### config.mk
export PLATFORM = sky130hd
export DESIGN_NAME = mcoc_periph_top
export DESIGN_NICKNAME = d
export VERILOG_FILES = /design/src/logic/mcoc_pkg.sv /design/src/logic/periph_bus.sv /design/src/logic/id_regs.sv /design/src/logic/gpio_port.sv /design/src/logic/pwm_timer.sv /design/src/logic/irq_ctrl.sv /design/src/logic/mcoc_periph_top.sv
export SDC_FILE = /design/constraint.sdc
export NUM_CORES = 1
export LEC_CHECK = 0
export BUFFER_PORTS_ARGS = -buffer_cell sky130_fd_sc_hd__buf_2
export CAP_MARGIN = 5
export CORE_MARGIN = 2
export CORE_UTILIZATION = 39
export CTS_BUF_LIST = sky130_fd_sc_hd__clkbuf_4 sky130_fd_sc_hd__clkbuf_8 sky130_fd_sc_hd__clkbuf_16
export DETAILED_ROUTE_END_ITERATION = 12
export PLACE_DENSITY = 0.57
export SETUP_SLACK_MARGIN = 0.5
export SLEW_MARGIN = 20
export SYNTH_ARGS = -nofsm -noshare
export SYNTH_HDL_FRONTEND = slang
export SYNTH_SLANG_ARGS = --single-unit
### constraint.sdc
create_clock -name clk -period 3 [get_ports clk]
set_input_delay 0.15 -clock clk [delete_from_list [all_inputs] [get_ports clk]]
set_output_delay 0.15 -clock clk [all_outputs]
set_load 0.01 [all_outputs]
### src/logic/mcoc_pkg.sv
`default_nettype none

package mcoc_pkg;

	// Bus geometry
	localparam int BUS_AW = 16;	// Address width
	localparam int BUS_DW = 16;	// Data width
	localparam int REG_AW = 4;	// Register index inside a page
	localparam int PAGE_W = BUS_AW - REG_AW;	// Page field, upper address bits

	// Peripheral pages
	localparam logic [PAGE_W-1:0] PAGE_ID   = 12'hff0;	// Identification block
	localparam logic [PAGE_W-1:0] PAGE_PORT = 12'hff1;	// I/O port
	localparam logic [PAGE_W-1:0] PAGE_TIM0 = 12'hff2;	// PWM timer 0
	localparam logic [PAGE_W-1:0] PAGE_TIM1 = 12'hff3;	// PWM timer 1
	localparam logic [PAGE_W-1:0] PAGE_INTC = 12'hff4;	// Interrupt controller

	// Identification constants
	localparam logic [BUS_DW-1:0] ID_CODE    = 16'h1150;	// Chip code
	localparam logic [BUS_DW-1:0] ID_VERSION = 16'h0148;	// Version 1.48
	localparam logic [BUS_DW-1:0] ID_CLK_KHZ = 16'd24000;	// Core clock in kHz
	localparam logic [BUS_DW-1:0] ID_EDITION = "LA";	// Edition letters, ASCII

	localparam logic [REG_AW-1:0] ID_R_CODE    = 4'h0;
	localparam logic [REG_AW-1:0] ID_R_VERSION = 4'h1;
	localparam logic [REG_AW-1:0] ID_R_CLK     = 4'h2;
	localparam logic [REG_AW-1:0] ID_R_EDITION = 4'h3;

	// I/O port
	localparam int PORT_W = 8;	// Port bits
	localparam logic [REG_AW-1:0] PORT_R_OUT = 4'h0;	// Output data
	localparam logic [REG_AW-1:0] PORT_R_ENB = 4'h1;	// Output enables
	localparam logic [REG_AW-1:0] PORT_R_SEL = 4'h2;	// Low/high pin select
	localparam logic [REG_AW-1:0] PORT_R_INP = 4'h3;	// Synchronized input, read only

	// PWM timer
	localparam logic [REG_AW-1:0] TIM_R_CTRL   = 4'h0;	// Bit 0 enables counting
	localparam logic [REG_AW-1:0] TIM_R_PERIOD = 4'h1;	// Last count before wrap
	localparam logic [REG_AW-1:0] TIM_R_CMPA   = 4'h2;
	localparam logic [REG_AW-1:0] TIM_R_CMPB   = 4'h3;
	localparam logic [REG_AW-1:0] TIM_R_COUNT  = 4'h4;	// Read only
	localparam int TIM_EN_BIT = 0;

	// Interrupt sources
	localparam int IRQ_N  = 8;	// Number of sources
	localparam int IRQ_VW = 3;	// Vector width
	localparam int IRQ_EXT0   = 0;
	localparam int IRQ_EXT1   = 1;
	localparam int IRQ_T0_OVF = 2;	// First timer event
	localparam int IRQ_T0_CMA = 3;
	localparam int IRQ_T0_CMB = 4;
	localparam int IRQ_T1_OVF = 5;
	localparam int IRQ_T1_CMA = 6;
	localparam int IRQ_T1_CMB = 7;

	localparam logic [REG_AW-1:0] INTC_R_PEND = 4'h0;	// Write one to clear
	localparam logic [REG_AW-1:0] INTC_R_ENB  = 4'h1;

endpackage

`default_nettype wire

### src/logic/periph_bus.sv
`default_nettype none

module periph_bus import mcoc_pkg::*; (
	input  wire logic              rd_i,	// Read command from master
	input  wire logic              wr_i,	// Write command from master
	input  wire logic [BUS_AW-1:0] adr_i,
	input  wire logic [BUS_DW-1:0] id_rdat_i,	// Registered read data per peripheral
	input  wire logic [BUS_DW-1:0] port_rdat_i,
	input  wire logic [BUS_DW-1:0] tim0_rdat_i,
	input  wire logic [BUS_DW-1:0] tim1_rdat_i,
	input  wire logic [BUS_DW-1:0] intc_rdat_i,
	output logic                   id_rd_o,	// Id block is read only
	output logic                   port_rd_o,
	output logic                   port_wr_o,
	output logic                   tim0_rd_o,
	output logic                   tim0_wr_o,
	output logic                   tim1_rd_o,
	output logic                   tim1_wr_o,
	output logic                   intc_rd_o,
	output logic                   intc_wr_o,
	output logic [REG_AW-1:0]      reg_o,	// Register index to all pages
	output logic [BUS_DW-1:0]      rdat_o	// Wired-OR return
);

	logic [PAGE_W-1:0] page;	// Upper address field
	logic              sel_id;
	logic              sel_port;
	logic              sel_tim0;
	logic              sel_tim1;
	logic              sel_intc;

	assign page  = adr_i[BUS_AW-1:REG_AW];
	assign reg_o = adr_i[REG_AW-1:0];

	// One select per page, other pages stay silent
	assign sel_id   = (page == PAGE_ID);
	assign sel_port = (page == PAGE_PORT);
	assign sel_tim0 = (page == PAGE_TIM0);
	assign sel_tim1 = (page == PAGE_TIM1);
	assign sel_intc = (page == PAGE_INTC);

	// Strobes already qualified by select
	assign id_rd_o   = rd_i & sel_id;
	assign port_rd_o = rd_i & sel_port;
	assign port_wr_o = wr_i & sel_port;
	assign tim0_rd_o = rd_i & sel_tim0;
	assign tim0_wr_o = wr_i & sel_tim0;
	assign tim1_rd_o = rd_i & sel_tim1;
	assign tim1_wr_o = wr_i & sel_tim1;
	assign intc_rd_o = rd_i & sel_intc;
	assign intc_wr_o = wr_i & sel_intc;

	// Unselected blocks hold zero so a plain OR is enough
	assign rdat_o = id_rdat_i | port_rdat_i | tim0_rdat_i | tim1_rdat_i | intc_rdat_i;

endmodule

`default_nettype wire

### src/logic/id_regs.sv
`default_nettype none

module id_regs import mcoc_pkg::*; (
	input  wire logic              clk,
	input  wire logic              arst_n_i,
	input  wire logic              rd_i,	// Selected read
	input  wire logic [REG_AW-1:0] reg_i,
	output logic [BUS_DW-1:0]      rdat_o
);

	logic [BUS_DW-1:0] id_val;	// Constant picked by offset

	always_comb begin
		case (reg_i)
			ID_R_CODE:    id_val = ID_CODE;
			ID_R_VERSION: id_val = ID_VERSION;
			ID_R_CLK:     id_val = ID_CLK_KHZ;
			ID_R_EDITION: id_val = ID_EDITION;
			default:      id_val = '0;	// Unmapped offsets read zero
		endcase
	end

	// Read data valid one cycle after the strobe, zero otherwise
	always_ff @(posedge clk or negedge arst_n_i) begin
		if (!arst_n_i) begin
			rdat_o <= '0;
		end else begin
			rdat_o <= rd_i ? id_val : '0;
		end
	end

endmodule

`default_nettype wire

### src/logic/gpio_port.sv
`default_nettype none

module gpio_port import mcoc_pkg::*; (
	input  wire logic              clk,
	input  wire logic              arst_n_i,
	input  wire logic              rd_i,	// Selected read
	input  wire logic              wr_i,	// Selected write
	input  wire logic [REG_AW-1:0] reg_i,
	input  wire logic [PORT_W-1:0] wdat_i,	// Low byte of bus data
	input  wire logic [15:0]       pin_i,	// Low and high pin groups
	output logic [PORT_W-1:0]      out_o,
	output logic [PORT_W-1:0]      oe_o,
	output logic [BUS_DW-1:0]      rdat_o
);

	logic [PORT_W-1:0] sel_q;	// 1 picks pin k, 0 picks pin k+8
	logic [PORT_W-1:0] pin_mux;
	logic [PORT_W-1:0] inp_meta;	// First sync stage
	logic [PORT_W-1:0] inp_sync;	// Second sync stage
	logic [PORT_W-1:0] rd_val;

	// Per-bit group select
	assign pin_mux = (sel_q & pin_i[PORT_W-1:0]) | (~sel_q & pin_i[15:PORT_W]);

	// Control registers
	always_ff @(posedge clk or negedge arst_n_i) begin
		if (!arst_n_i) begin
			out_o <= '0;
			oe_o  <= '0;	// All pins start as inputs
			sel_q <= '0;
		end else if (wr_i) begin
			case (reg_i)
				PORT_R_OUT: out_o <= wdat_i;
				PORT_R_ENB: oe_o  <= wdat_i;
				PORT_R_SEL: sel_q <= wdat_i;
				default: ;	// Input register ignores writes
			endcase
		end
	end

	// Two-flop input synchronizer
	always_ff @(posedge clk or negedge arst_n_i) begin
		if (!arst_n_i) begin
			inp_meta <= '0;
			inp_sync <= '0;
		end else begin
			inp_meta <= pin_mux;
			inp_sync <= inp_meta;
		end
	end

	always_comb begin
		case (reg_i)
			PORT_R_OUT: rd_val = out_o;
			PORT_R_ENB: rd_val = oe_o;
			PORT_R_SEL: rd_val = sel_q;
			PORT_R_INP: rd_val = inp_sync;
			default:    rd_val = '0;
		endcase
	end

	always_ff @(posedge clk or negedge arst_n_i) begin
		if (!arst_n_i) begin
			rdat_o <= '0;
		end else begin
			rdat_o <= rd_i ? {{(BUS_DW-PORT_W){1'b0}}, rd_val} : '0;	// Zero when idle
		end
	end

endmodule

`default_nettype wire

### src/logic/pwm_timer.sv
`default_nettype none

module pwm_timer import mcoc_pkg::*; (
	input  wire logic              clk,
	input  wire logic              arst_n_i,
	input  wire logic              rd_i,	// Selected read
	input  wire logic              wr_i,	// Selected write
	input  wire logic [REG_AW-1:0] reg_i,
	input  wire logic [BUS_DW-1:0] wdat_i,
	output logic                   pwma_o,
	output logic                   pwmb_o,
	output logic                   ovf_o,	// One pulse per wrap
	output logic                   cma_o,	// Count hit CMPA
	output logic                   cmb_o,	// Count hit CMPB
	output logic [BUS_DW-1:0]      rdat_o
);

	logic              en_q;	// Run enable
	logic [BUS_DW-1:0] period_q;
	logic [BUS_DW-1:0] cmpa_q;
	logic [BUS_DW-1:0] cmpb_q;
	logic [BUS_DW-1:0] cnt_q;
	logic              wrap;	// Last count of the period
	logic [BUS_DW-1:0] rd_val;

	assign wrap = (cnt_q == period_q);

	// Configuration registers
	always_ff @(posedge clk or negedge arst_n_i) begin
		if (!arst_n_i) begin
			en_q     <= 1'b0;
			period_q <= '0;
			cmpa_q   <= '0;
			cmpb_q   <= '0;
		end else if (wr_i) begin
			case (reg_i)
				TIM_R_CTRL:   en_q     <= wdat_i[TIM_EN_BIT];
				TIM_R_PERIOD: period_q <= wdat_i;
				TIM_R_CMPA:   cmpa_q   <= wdat_i;
				TIM_R_CMPB:   cmpb_q   <= wdat_i;
				default: ;	// COUNT is read only
			endcase
		end
	end

	// Counter 0..PERIOD, parked at 0 while stopped
	always_ff @(posedge clk or negedge arst_n_i) begin
		if (!arst_n_i) begin
			cnt_q <= '0;
		end else if (!en_q || wrap) begin
			cnt_q <= '0;
		end else begin
			cnt_q <= cnt_q + 1'b1;
		end
	end

	// Event pulses registered for clean single-cycle strobes
	always_ff @(posedge clk or negedge arst_n_i) begin
		if (!arst_n_i) begin
			ovf_o <= 1'b0;
			cma_o <= 1'b0;
			cmb_o <= 1'b0;
		end else begin
			ovf_o <= en_q & wrap;
			cma_o <= en_q & (cnt_q == cmpa_q);
			cmb_o <= en_q & (cnt_q == cmpb_q);
		end
	end

	// High for CMP counts of every PERIOD+1
	assign pwma_o = en_q & (cnt_q < cmpa_q);
	assign pwmb_o = en_q & (cnt_q < cmpb_q);

	always_comb begin
		case (reg_i)
			TIM_R_CTRL:   rd_val = {{(BUS_DW-1){1'b0}}, en_q};
			TIM_R_PERIOD: rd_val = period_q;
			TIM_R_CMPA:   rd_val = cmpa_q;
			TIM_R_CMPB:   rd_val = cmpb_q;
			TIM_R_COUNT:  rd_val = cnt_q;
			default:      rd_val = '0;
		endcase
	end

	always_ff @(posedge clk or negedge arst_n_i) begin
		if (!arst_n_i) begin
			rdat_o <= '0;
		end else begin
			rdat_o <= rd_i ? rd_val : '0;
		end
	end

endmodule

`default_nettype wire

### src/logic/irq_ctrl.sv
`default_nettype none

module irq_ctrl import mcoc_pkg::*; (
	input  wire logic              clk,
	input  wire logic              arst_n_i,
	input  wire logic              rd_i,	// Selected read
	input  wire logic              wr_i,	// Selected write
	input  wire logic [REG_AW-1:0] reg_i,
	input  wire logic [IRQ_N-1:0]  wdat_i,	// Low byte of bus data
	input  wire logic [1:0]        ext_i,	// Asynchronous request lines
	input  wire logic [5:0]        tim_evt_i,	// Timer events in source order
	output logic                   irq_o,
	output logic [IRQ_VW-1:0]      vec_o,
	output logic [BUS_DW-1:0]      rdat_o
);

	logic [1:0]       ext_meta;	// Sync stage 1
	logic [1:0]       ext_sync;	// Sync stage 2
	logic [1:0]       ext_prev;	// For edge detect
	logic [1:0]       ext_rise;
	logic [IRQ_N-1:0] src;	// All set requests
	logic [IRQ_N-1:0] clr;	// Write-one-to-clear mask
	logic [IRQ_N-1:0] pend_q;
	logic [IRQ_N-1:0] enb_q;
	logic [IRQ_N-1:0] act;	// Pending and enabled
	logic [IRQ_N-1:0] rd_val;

	always_ff @(posedge clk or negedge arst_n_i) begin
		if (!arst_n_i) begin
			ext_meta <= '0;
			ext_sync <= '0;
			ext_prev <= '0;
		end else begin
			ext_meta <= ext_i;
			ext_sync <= ext_meta;
			ext_prev <= ext_sync;
		end
	end

	assign ext_rise = ext_sync & ~ext_prev;	// Rising edges only

	assign src[IRQ_EXT0]               = ext_rise[0];
	assign src[IRQ_EXT1]               = ext_rise[1];
	assign src[IRQ_N-1:IRQ_T0_OVF]     = tim_evt_i;
	assign clr = (wr_i && reg_i == INTC_R_PEND) ? wdat_i : '0;

	// New events win over a clear in the same cycle
	always_ff @(posedge clk or negedge arst_n_i) begin
		if (!arst_n_i) begin
			pend_q <= '0;
			enb_q  <= '0;
		end else begin
			pend_q <= (pend_q & ~clr) | src;
			if (wr_i && reg_i == INTC_R_ENB) begin
				enb_q <= wdat_i;
			end
		end
	end

	assign act   = pend_q & enb_q;
	assign irq_o = |act;

	// Lowest active source number
	always_comb begin
		vec_o = '0;
		for (int i = IRQ_N - 1; i >= 0; i--) begin
			if (act[i]) begin
				vec_o = IRQ_VW'(i);
			end
		end
	end

	always_comb begin
		case (reg_i)
			INTC_R_PEND: rd_val = pend_q;
			INTC_R_ENB:  rd_val = enb_q;
			default:     rd_val = '0;
		endcase
	end

	always_ff @(posedge clk or negedge arst_n_i) begin
		if (!arst_n_i) begin
			rdat_o <= '0;
		end else begin
			rdat_o <= rd_i ? {{(BUS_DW-IRQ_N){1'b0}}, rd_val} : '0;
		end
	end

endmodule

`default_nettype wire

### src/logic/mcoc_periph_top.sv
`default_nettype none

module mcoc_periph_top import mcoc_pkg::*; (
	input  wire logic              clk,
	input  wire logic              arst_n_i,
	input  wire logic              rd_i,	// Master read command
	input  wire logic              wr_i,	// Master write command
	input  wire logic [BUS_AW-1:0] adr_i,
	input  wire logic [BUS_DW-1:0] wdat_i,
	output logic [BUS_DW-1:0]      rdat_o,	// Valid one cycle after rd_i
	input  wire logic [15:0]       port_in_i,	// Pin levels from the pads
	output logic [PORT_W-1:0]      port_out_o,
	output logic [PORT_W-1:0]      port_oe_o,
	input  wire logic [1:0]        ext_int_i,
	output logic                   tim0_pwma_o,
	output logic                   tim0_pwmb_o,
	output logic                   tim1_pwma_o,
	output logic                   tim1_pwmb_o,
	output logic                   irq_o,
	output logic [IRQ_VW-1:0]      vec_o
);

	logic [REG_AW-1:0] reg_idx;	// Shared register index
	logic              id_rd;
	logic              port_rd, port_wr;
	logic              tim0_rd, tim0_wr;
	logic              tim1_rd, tim1_wr;
	logic              intc_rd, intc_wr;
	logic [BUS_DW-1:0] id_rdat, port_rdat, tim0_rdat, tim1_rdat, intc_rdat;
	logic              tim0_ovf, tim0_cma, tim0_cmb;
	logic              tim1_ovf, tim1_cma, tim1_cmb;
	logic [5:0]        tim_evt;	// Ordered as IRQ_T0_OVF upward

	assign tim_evt = {tim1_cmb, tim1_cma, tim1_ovf, tim0_cmb, tim0_cma, tim0_ovf};

	periph_bus u_bus (
		.rd_i(rd_i), .wr_i(wr_i), .adr_i(adr_i),
		.id_rdat_i(id_rdat), .port_rdat_i(port_rdat),
		.tim0_rdat_i(tim0_rdat), .tim1_rdat_i(tim1_rdat), .intc_rdat_i(intc_rdat),
		.id_rd_o(id_rd), .port_rd_o(port_rd), .port_wr_o(port_wr),
		.tim0_rd_o(tim0_rd), .tim0_wr_o(tim0_wr),
		.tim1_rd_o(tim1_rd), .tim1_wr_o(tim1_wr),
		.intc_rd_o(intc_rd), .intc_wr_o(intc_wr),
		.reg_o(reg_idx), .rdat_o(rdat_o)
	);

	id_regs u_id (
		.clk(clk), .arst_n_i(arst_n_i), .rd_i(id_rd), .reg_i(reg_idx), .rdat_o(id_rdat)
	);

	gpio_port u_port (
		.clk(clk), .arst_n_i(arst_n_i), .rd_i(port_rd), .wr_i(port_wr),
		.reg_i(reg_idx), .wdat_i(wdat_i[PORT_W-1:0]), .pin_i(port_in_i),
		.out_o(port_out_o), .oe_o(port_oe_o), .rdat_o(port_rdat)
	);

	// Two identical timers on adjacent pages
	pwm_timer u_tim0 (
		.clk(clk), .arst_n_i(arst_n_i), .rd_i(tim0_rd), .wr_i(tim0_wr),
		.reg_i(reg_idx), .wdat_i(wdat_i),
		.pwma_o(tim0_pwma_o), .pwmb_o(tim0_pwmb_o),
		.ovf_o(tim0_ovf), .cma_o(tim0_cma), .cmb_o(tim0_cmb), .rdat_o(tim0_rdat)
	);

	pwm_timer u_tim1 (
		.clk(clk), .arst_n_i(arst_n_i), .rd_i(tim1_rd), .wr_i(tim1_wr),
		.reg_i(reg_idx), .wdat_i(wdat_i),
		.pwma_o(tim1_pwma_o), .pwmb_o(tim1_pwmb_o),
		.ovf_o(tim1_ovf), .cma_o(tim1_cma), .cmb_o(tim1_cmb), .rdat_o(tim1_rdat)
	);

	irq_ctrl u_intc (
		.clk(clk), .arst_n_i(arst_n_i), .rd_i(intc_rd), .wr_i(intc_wr),
		.reg_i(reg_idx), .wdat_i(wdat_i[IRQ_N-1:0]),
		.ext_i(ext_int_i), .tim_evt_i(tim_evt),
		.irq_o(irq_o), .vec_o(vec_o), .rdat_o(intc_rdat)
	);

endmodule

`default_nettype wire

# Word level (Yosys, flattened, before mapping)
# Index checks and enable logic that the tools add are counted.
[totals] output_inout_bits=40 word_cells=125 reg_bits=278 in_bits=54
[classes] add_sub_neg=2 bitwise=33 n_reduce_logical=19 n_eq_ne=15 mux=21 order_cmp=4
[op_table] operator="$pmux 16 s5" count=2
[op_table] operator="$eq 16x16->1" count=6
[op_table] operator="$lt 16x16->1" count=4
[op_table] operator="$mux 16" count=4
[op_table] operator="$or 16x16->16" count=4
[op_table] operator="$eq 12x12->1 const B" count=5
[op_table] operator="$pmux 15 s4" count=1
[op_table] operator="$add 16x1->16 const B" count=2
[op_table] operator="$and 8x8->8" count=4
[op_table] operator="$pmux 8 s4" count=1
[op_table] operator="$mux 3" count=8
[op_table] operator="$mux 8" count=3
[op_table] operator="$reduce_and 2->1" count=11
[op_table] operator="$and 1x1->1" count=19
[op_table] operator="$not 8->8" count=2
[op_table] operator="$or 8x8->8" count=2
[op_table] operator="$pmux 8 s2" count=1
[op_table] operator="$mux 15" count=1
[op_table] operator="$eq 4x2->1 const B" count=2
[op_table] operator="$reduce_or 8->1" count=1
[op_table] operator="$eq 4x1->1 const B" count=1
[op_table] operator="$eq 4x3->1 const B" count=1
[op_table] operator="$logic_not 4->1" count=1
[op_table] operator="$and 2x2->2" count=1
[op_table] operator="other kinds (4)" count=7

# Logic depth before layout (Yosys ltp)
[logic_depth] word_depth=9 mapped_depth=7 depth_no_buf=7

# Modules after synthesis
# Synthesis repeated with hierarchy kept, for this count alone.
[hier_totals] cells_unflattened=1137 hier_area_um2=13102.6
[modules_own_cells] module="pwm_timer (u_tim1)" cells_each=399 seq_area_each_um2=2102.0 area_each_um2=4599.4 n_inst=1
[modules_own_cells] module="pwm_timer (u_tim0)" cells_each=397 seq_area_each_um2=2102.0 area_each_um2=4500.6 n_inst=1
[modules_own_cells] module="gpio_port" cells_each=133 seq_area_each_um2=1201.2 area_each_um2=1983.2 n_inst=1
[modules_own_cells] module="irq_ctrl" cells_each=105 seq_area_each_um2=750.7 area_each_um2=1326.3 n_inst=1
[modules_own_cells] module="periph_bus" cells_each=74 seq_area_each_um2=0.0 area_each_um2=359.1 n_inst=1
[modules_own_cells] module="id_regs" cells_each=29 seq_area_each_um2=200.2 area_each_um2=334.1 n_inst=1

# Worst setup path after synthesis
# No wires, ideal clock.
[synth_timing] path_kind="input to register" start="input adr_i[13]" end="register u_tim0.cmpa_q[10]" path_buffers=1 setup_slack_ns=1.138 setup_time_ns=0.125 t_arrival_ns=1.737 path_stages=6 required_ns=2.875 path_cell_list="and4_1 -> nand2_4 -> or3_4 -> nor3_4 -> buf_6 -> mux2_2"
[synth_between] elab_chain_len=3
[synth_rtl] element="from (decl)" line_no="mcoc_periph_top.sv:8" text="input wire logic [BUS_AW-1:0] adr_i,"
[synth_rtl] element="$eq 12x12->1" line_no="periph_bus.sv:38" text="assign sel_tim0 = (page == PAGE_TIM0);"
[synth_rtl] element="$and 1x1->1" line_no="periph_bus.sv:47" text="assign tim0_wr_o = wr_i & sel_tim0;"
[synth_rtl] element="$reduce_and 2->1 (no line)"
[synth_rtl] element="to (signal assigned)" line_no="pwm_timer.sv:39" text="TIM_R_CMPA: cmpa_q <= wdat_i;"
[synth_rtl] element="to (decl)" line_no="pwm_timer.sv:20" text="logic [BUS_DW-1:0] cmpa_q;"
# No other way between the ends.
# A chain may end at the register's enable or synchronous reset.

# Final worst setup path
[layout_timing] start="register u_tim1.cnt_q[3]" end="output tim1_pwma_o"
[layout_between] elab_chain_len=2
[layout_rtl] element="from (decl)" line_no="pwm_timer.sv:22" text="logic [BUS_DW-1:0] cnt_q;"
[layout_rtl] element="from (signal assigned)" line_no="pwm_timer.sv:53" text="cnt_q <= cnt_q + 1'b1;"
[layout_rtl] element="$lt 16x16->1" line_no="pwm_timer.sv:71" text="assign pwma_o = en_q & (cnt_q < cmpa_q);"
[layout_rtl] element="$and 1x1->1" line_no="pwm_timer.sv:71"
[layout_rtl] element="to (decl)" line_no="mcoc_periph_top.sv:17" text="output logic tim1_pwma_o,"
# No other way between the ends.

==> out/results.ini <==
[clock_network]
htreeDepth=1
path_clk_slew_ns=0.06
clockBufferDepth=3
cts_sinks=254
numCtsBuffers=28
clock_latency_ns=0.55
root_buffer=clkbuf_16
cts_tree=built

[routing]
route.met2.wl_um=16600
wl_per_cell_um=20.3
met3WireLength_um=1600
drt_wl_total_um=34200
top_layer=met4
vias=9112
drt_iter0_markers=726
wl_met1_um=15200
vias_per_cell=5.40
first_pass_iters=6
remaining_drc_errors=0
ant_nets=0

[timing]
rsz0062_at_grt=false
slew_viol_final=0
setup_ws_ns=0.554
hold_violations=0
min_period_ns=2.45
tightest_slew_ns=0.866
whs_ns=0.00997
fmax_mhz=409
fin_tns_setup_ns=0
finalSetupViolations=0
timing.final.crit_share_pct=81.5
relSlewSlack_pct=42.3
finClkSkew_ns=0.0141

[setup_path]
crit_path_end_kind=output port
rr_endpoint=u_tim0.cnt_q[14]
reg2reg_depth=7
endpoint=tim1_pwma_o
critPathMaxFanout=10
crit_arrival_ns=2.30
r2r_start=u_tim0.cnt_q[11]
r2r_slack_ns=0.74
cp_data_required_time_ns=2.85
path_class=reg -> out
critPathLaunch=u_tim1.cnt_q[3]
worst_setup_path_start_kind=flop

[place]
dp.cells=1580
io_buffers=93
place_ws_ns=0.755
dpl.hpwl_um=23200
place_area_um2=13400
gp_congestion=0.852

[synth]
yosysSeqAreaShare_pct=50.8
yosys_warnings=0
synthArstFlopShare_pct=100
synth_area_leaders=dfrtp_1 51%, mux2_2 12%, ha_1 6.6%
synthFlopType=dfrtp_1
synth_top_area_cell=dfrtp_1
ys_ff_latch=254
synth_top_area_share_pct=50.8
synth_area_per_cell_um2=11.2
synthesis.nets=1240
syn-cell-area_um2=12500
synth_edf_count=0
syn_inst=1120
ys_types=55

[layout]
n_antenna_cell=0
final_cell_mix=232 x dfrtp_1, 134 x mux2_2, 117 x nor2_1
postLayoutCoreUtil_pct=48.2
fill_cells=2888
layoutNonFillerInstCount=1686
area_delta_synth_final_pct=21.4
final_nets=1382
mostFrequentLayoutCell=dfrtp_1
drive_gt1_share_pct=31.3
stdcell_area_um2=15200

[die]
die-area_um2=33600
fp.dieH_um=183
core.rowCount=65
die_w_um=183
core_um2=31600
ios=94
start_util_pct=39.7

[grt]
grt_pass1_vias=9188
grt_max_degree=106
grt_pass1_wl_um=53200
grt_usage_pct=20.4
antenna_found_initial=0
grt_overflow=0

[job]
maxCapViolCount=0

[worst_hold_path]
hp-class=in -> reg
whs_path_depth=3

[power_and_ir_drop]
p_leak_nw=7.18
powerDensity_nw_per_um2=500
vdd_drop_max_mv=0.528
p_total_mw=7.61

[status]
status=completed

worst max-delay path, stage by stage, from the launching register on:
cell and delay [ns]:
dfrtp_1 0.50, ha_1 0.38, a21oi_1 0.15, a21oi_1 0.08
o21ai_1 0.18, nor4b_4 0.27, buf_2 0.18
worst min-delay path by stage:
stage / end / startpoint / slack, ns
finish: u_intc.pend_q[3] / wdat_i[3] / 0.01
global route: u_intc.pend_q[3] / wdat_i[3] / 0.03
CTS: u_intc.pend_q[3] / wdat_i[3] / 0.002
detailed placement: u_port.inp_meta[1] / arst_n_i / 0.26
global placement: u_port.inp_meta[1] / arst_n_i / 0.26
floorplan: u_id.rdat_o[0] / arst_n_i / -0.15
cell families after synthesis:
group           share of synthesized area [%]
flops                                    50.8
buf+inv                                  3.89
compound gates                           8.17
mux                                      13.0
xor+xnor                                 4.20
simple gates                             13.4
fa+ha+maj                                6.60
timing repair:
item / CTS / global route
endpoints found under the setup margin: 4 / 4
hold buffers: 29 / 0
pin swaps: 3 / 30
endpoints found under the hold margin: 160 / 0
buffers inserted: 7 / 18
resized for setup: 30 / 46
power by group:
group	switching (mW)	internal, mW	leakage (nW)
logic	0.384	0.184	3.31
registers	0.0650	3.50	3.38
clock network	1.40	2.07	0.483
total	1.85	5.75	7.18
cells in the mapped netlist, types with 3 or more instances:
library cell and count:
dfrtp_1 254, inv_1 67, or4_1 3, or2_2 3, o21ai_0 46, ha_1 66, nor4_1 10, a21o_1 9
nand2_1 81, a21oi_1 26, nand3b_1 3, nor2_1 117, nor4b_1 5, xnor2_1 17, buf_2 5, buf_4 5
a221oi_1 10, clkbuf_1 38, a222oi_1 30, a22o_1 4, nor2b_1 7, nand3_1 16, mux2i_1 10, and4_1 5
nand4_1 20, nor4_4 3, or3_1 7, a22oi_1 10, mux2_2 134, o211ai_1 4, a211oi_1 3, and3_1 11
xor2_1 43, nor3_1 17
sequential cells by signal, indices dropped and copies added (netlist names), 16 cells and up:
register and count:
u_tim1.period_q 16, u_tim0.cmpa_q 16, u_tim0.rdat_o 16, u_tim0.cnt_q 16
u_tim1.cmpb_q 16, u_tim1.cnt_q 16, u_tim1.rdat_o 16, u_tim1.cmpa_q 16
u_tim0.period_q 16, u_tim0.cmpb_q 16
per-layer routing:
layer / vias up / global-route usage (%)
met5: - / 0
met4: 0 / 5.70
met3: 58 / 2.74
met2: 215 / 34.3
met1: 4588 / 27.7
li1: 4251 / -
layout make-up:
| type | instances | area, µm² | area share [%] |
|---|---|---|---|
| Clock buffer | 39 | 815 | 5.36 |
| Timing Repair Buffer | 164 | 1130 | 7.41 |
| Sequential cell | 254 | 6380 | 42.0 |
| Inverter | 67 | 251 | 1.65 |
| Multi-Input combinational cell | 747 | 5990 | 39.4 |
| Tap cell | 402 | 503 | 3.31 |
| Clock inverter | 13 | 134 | 0.881 |
Power figures use the tool's default switching activity.
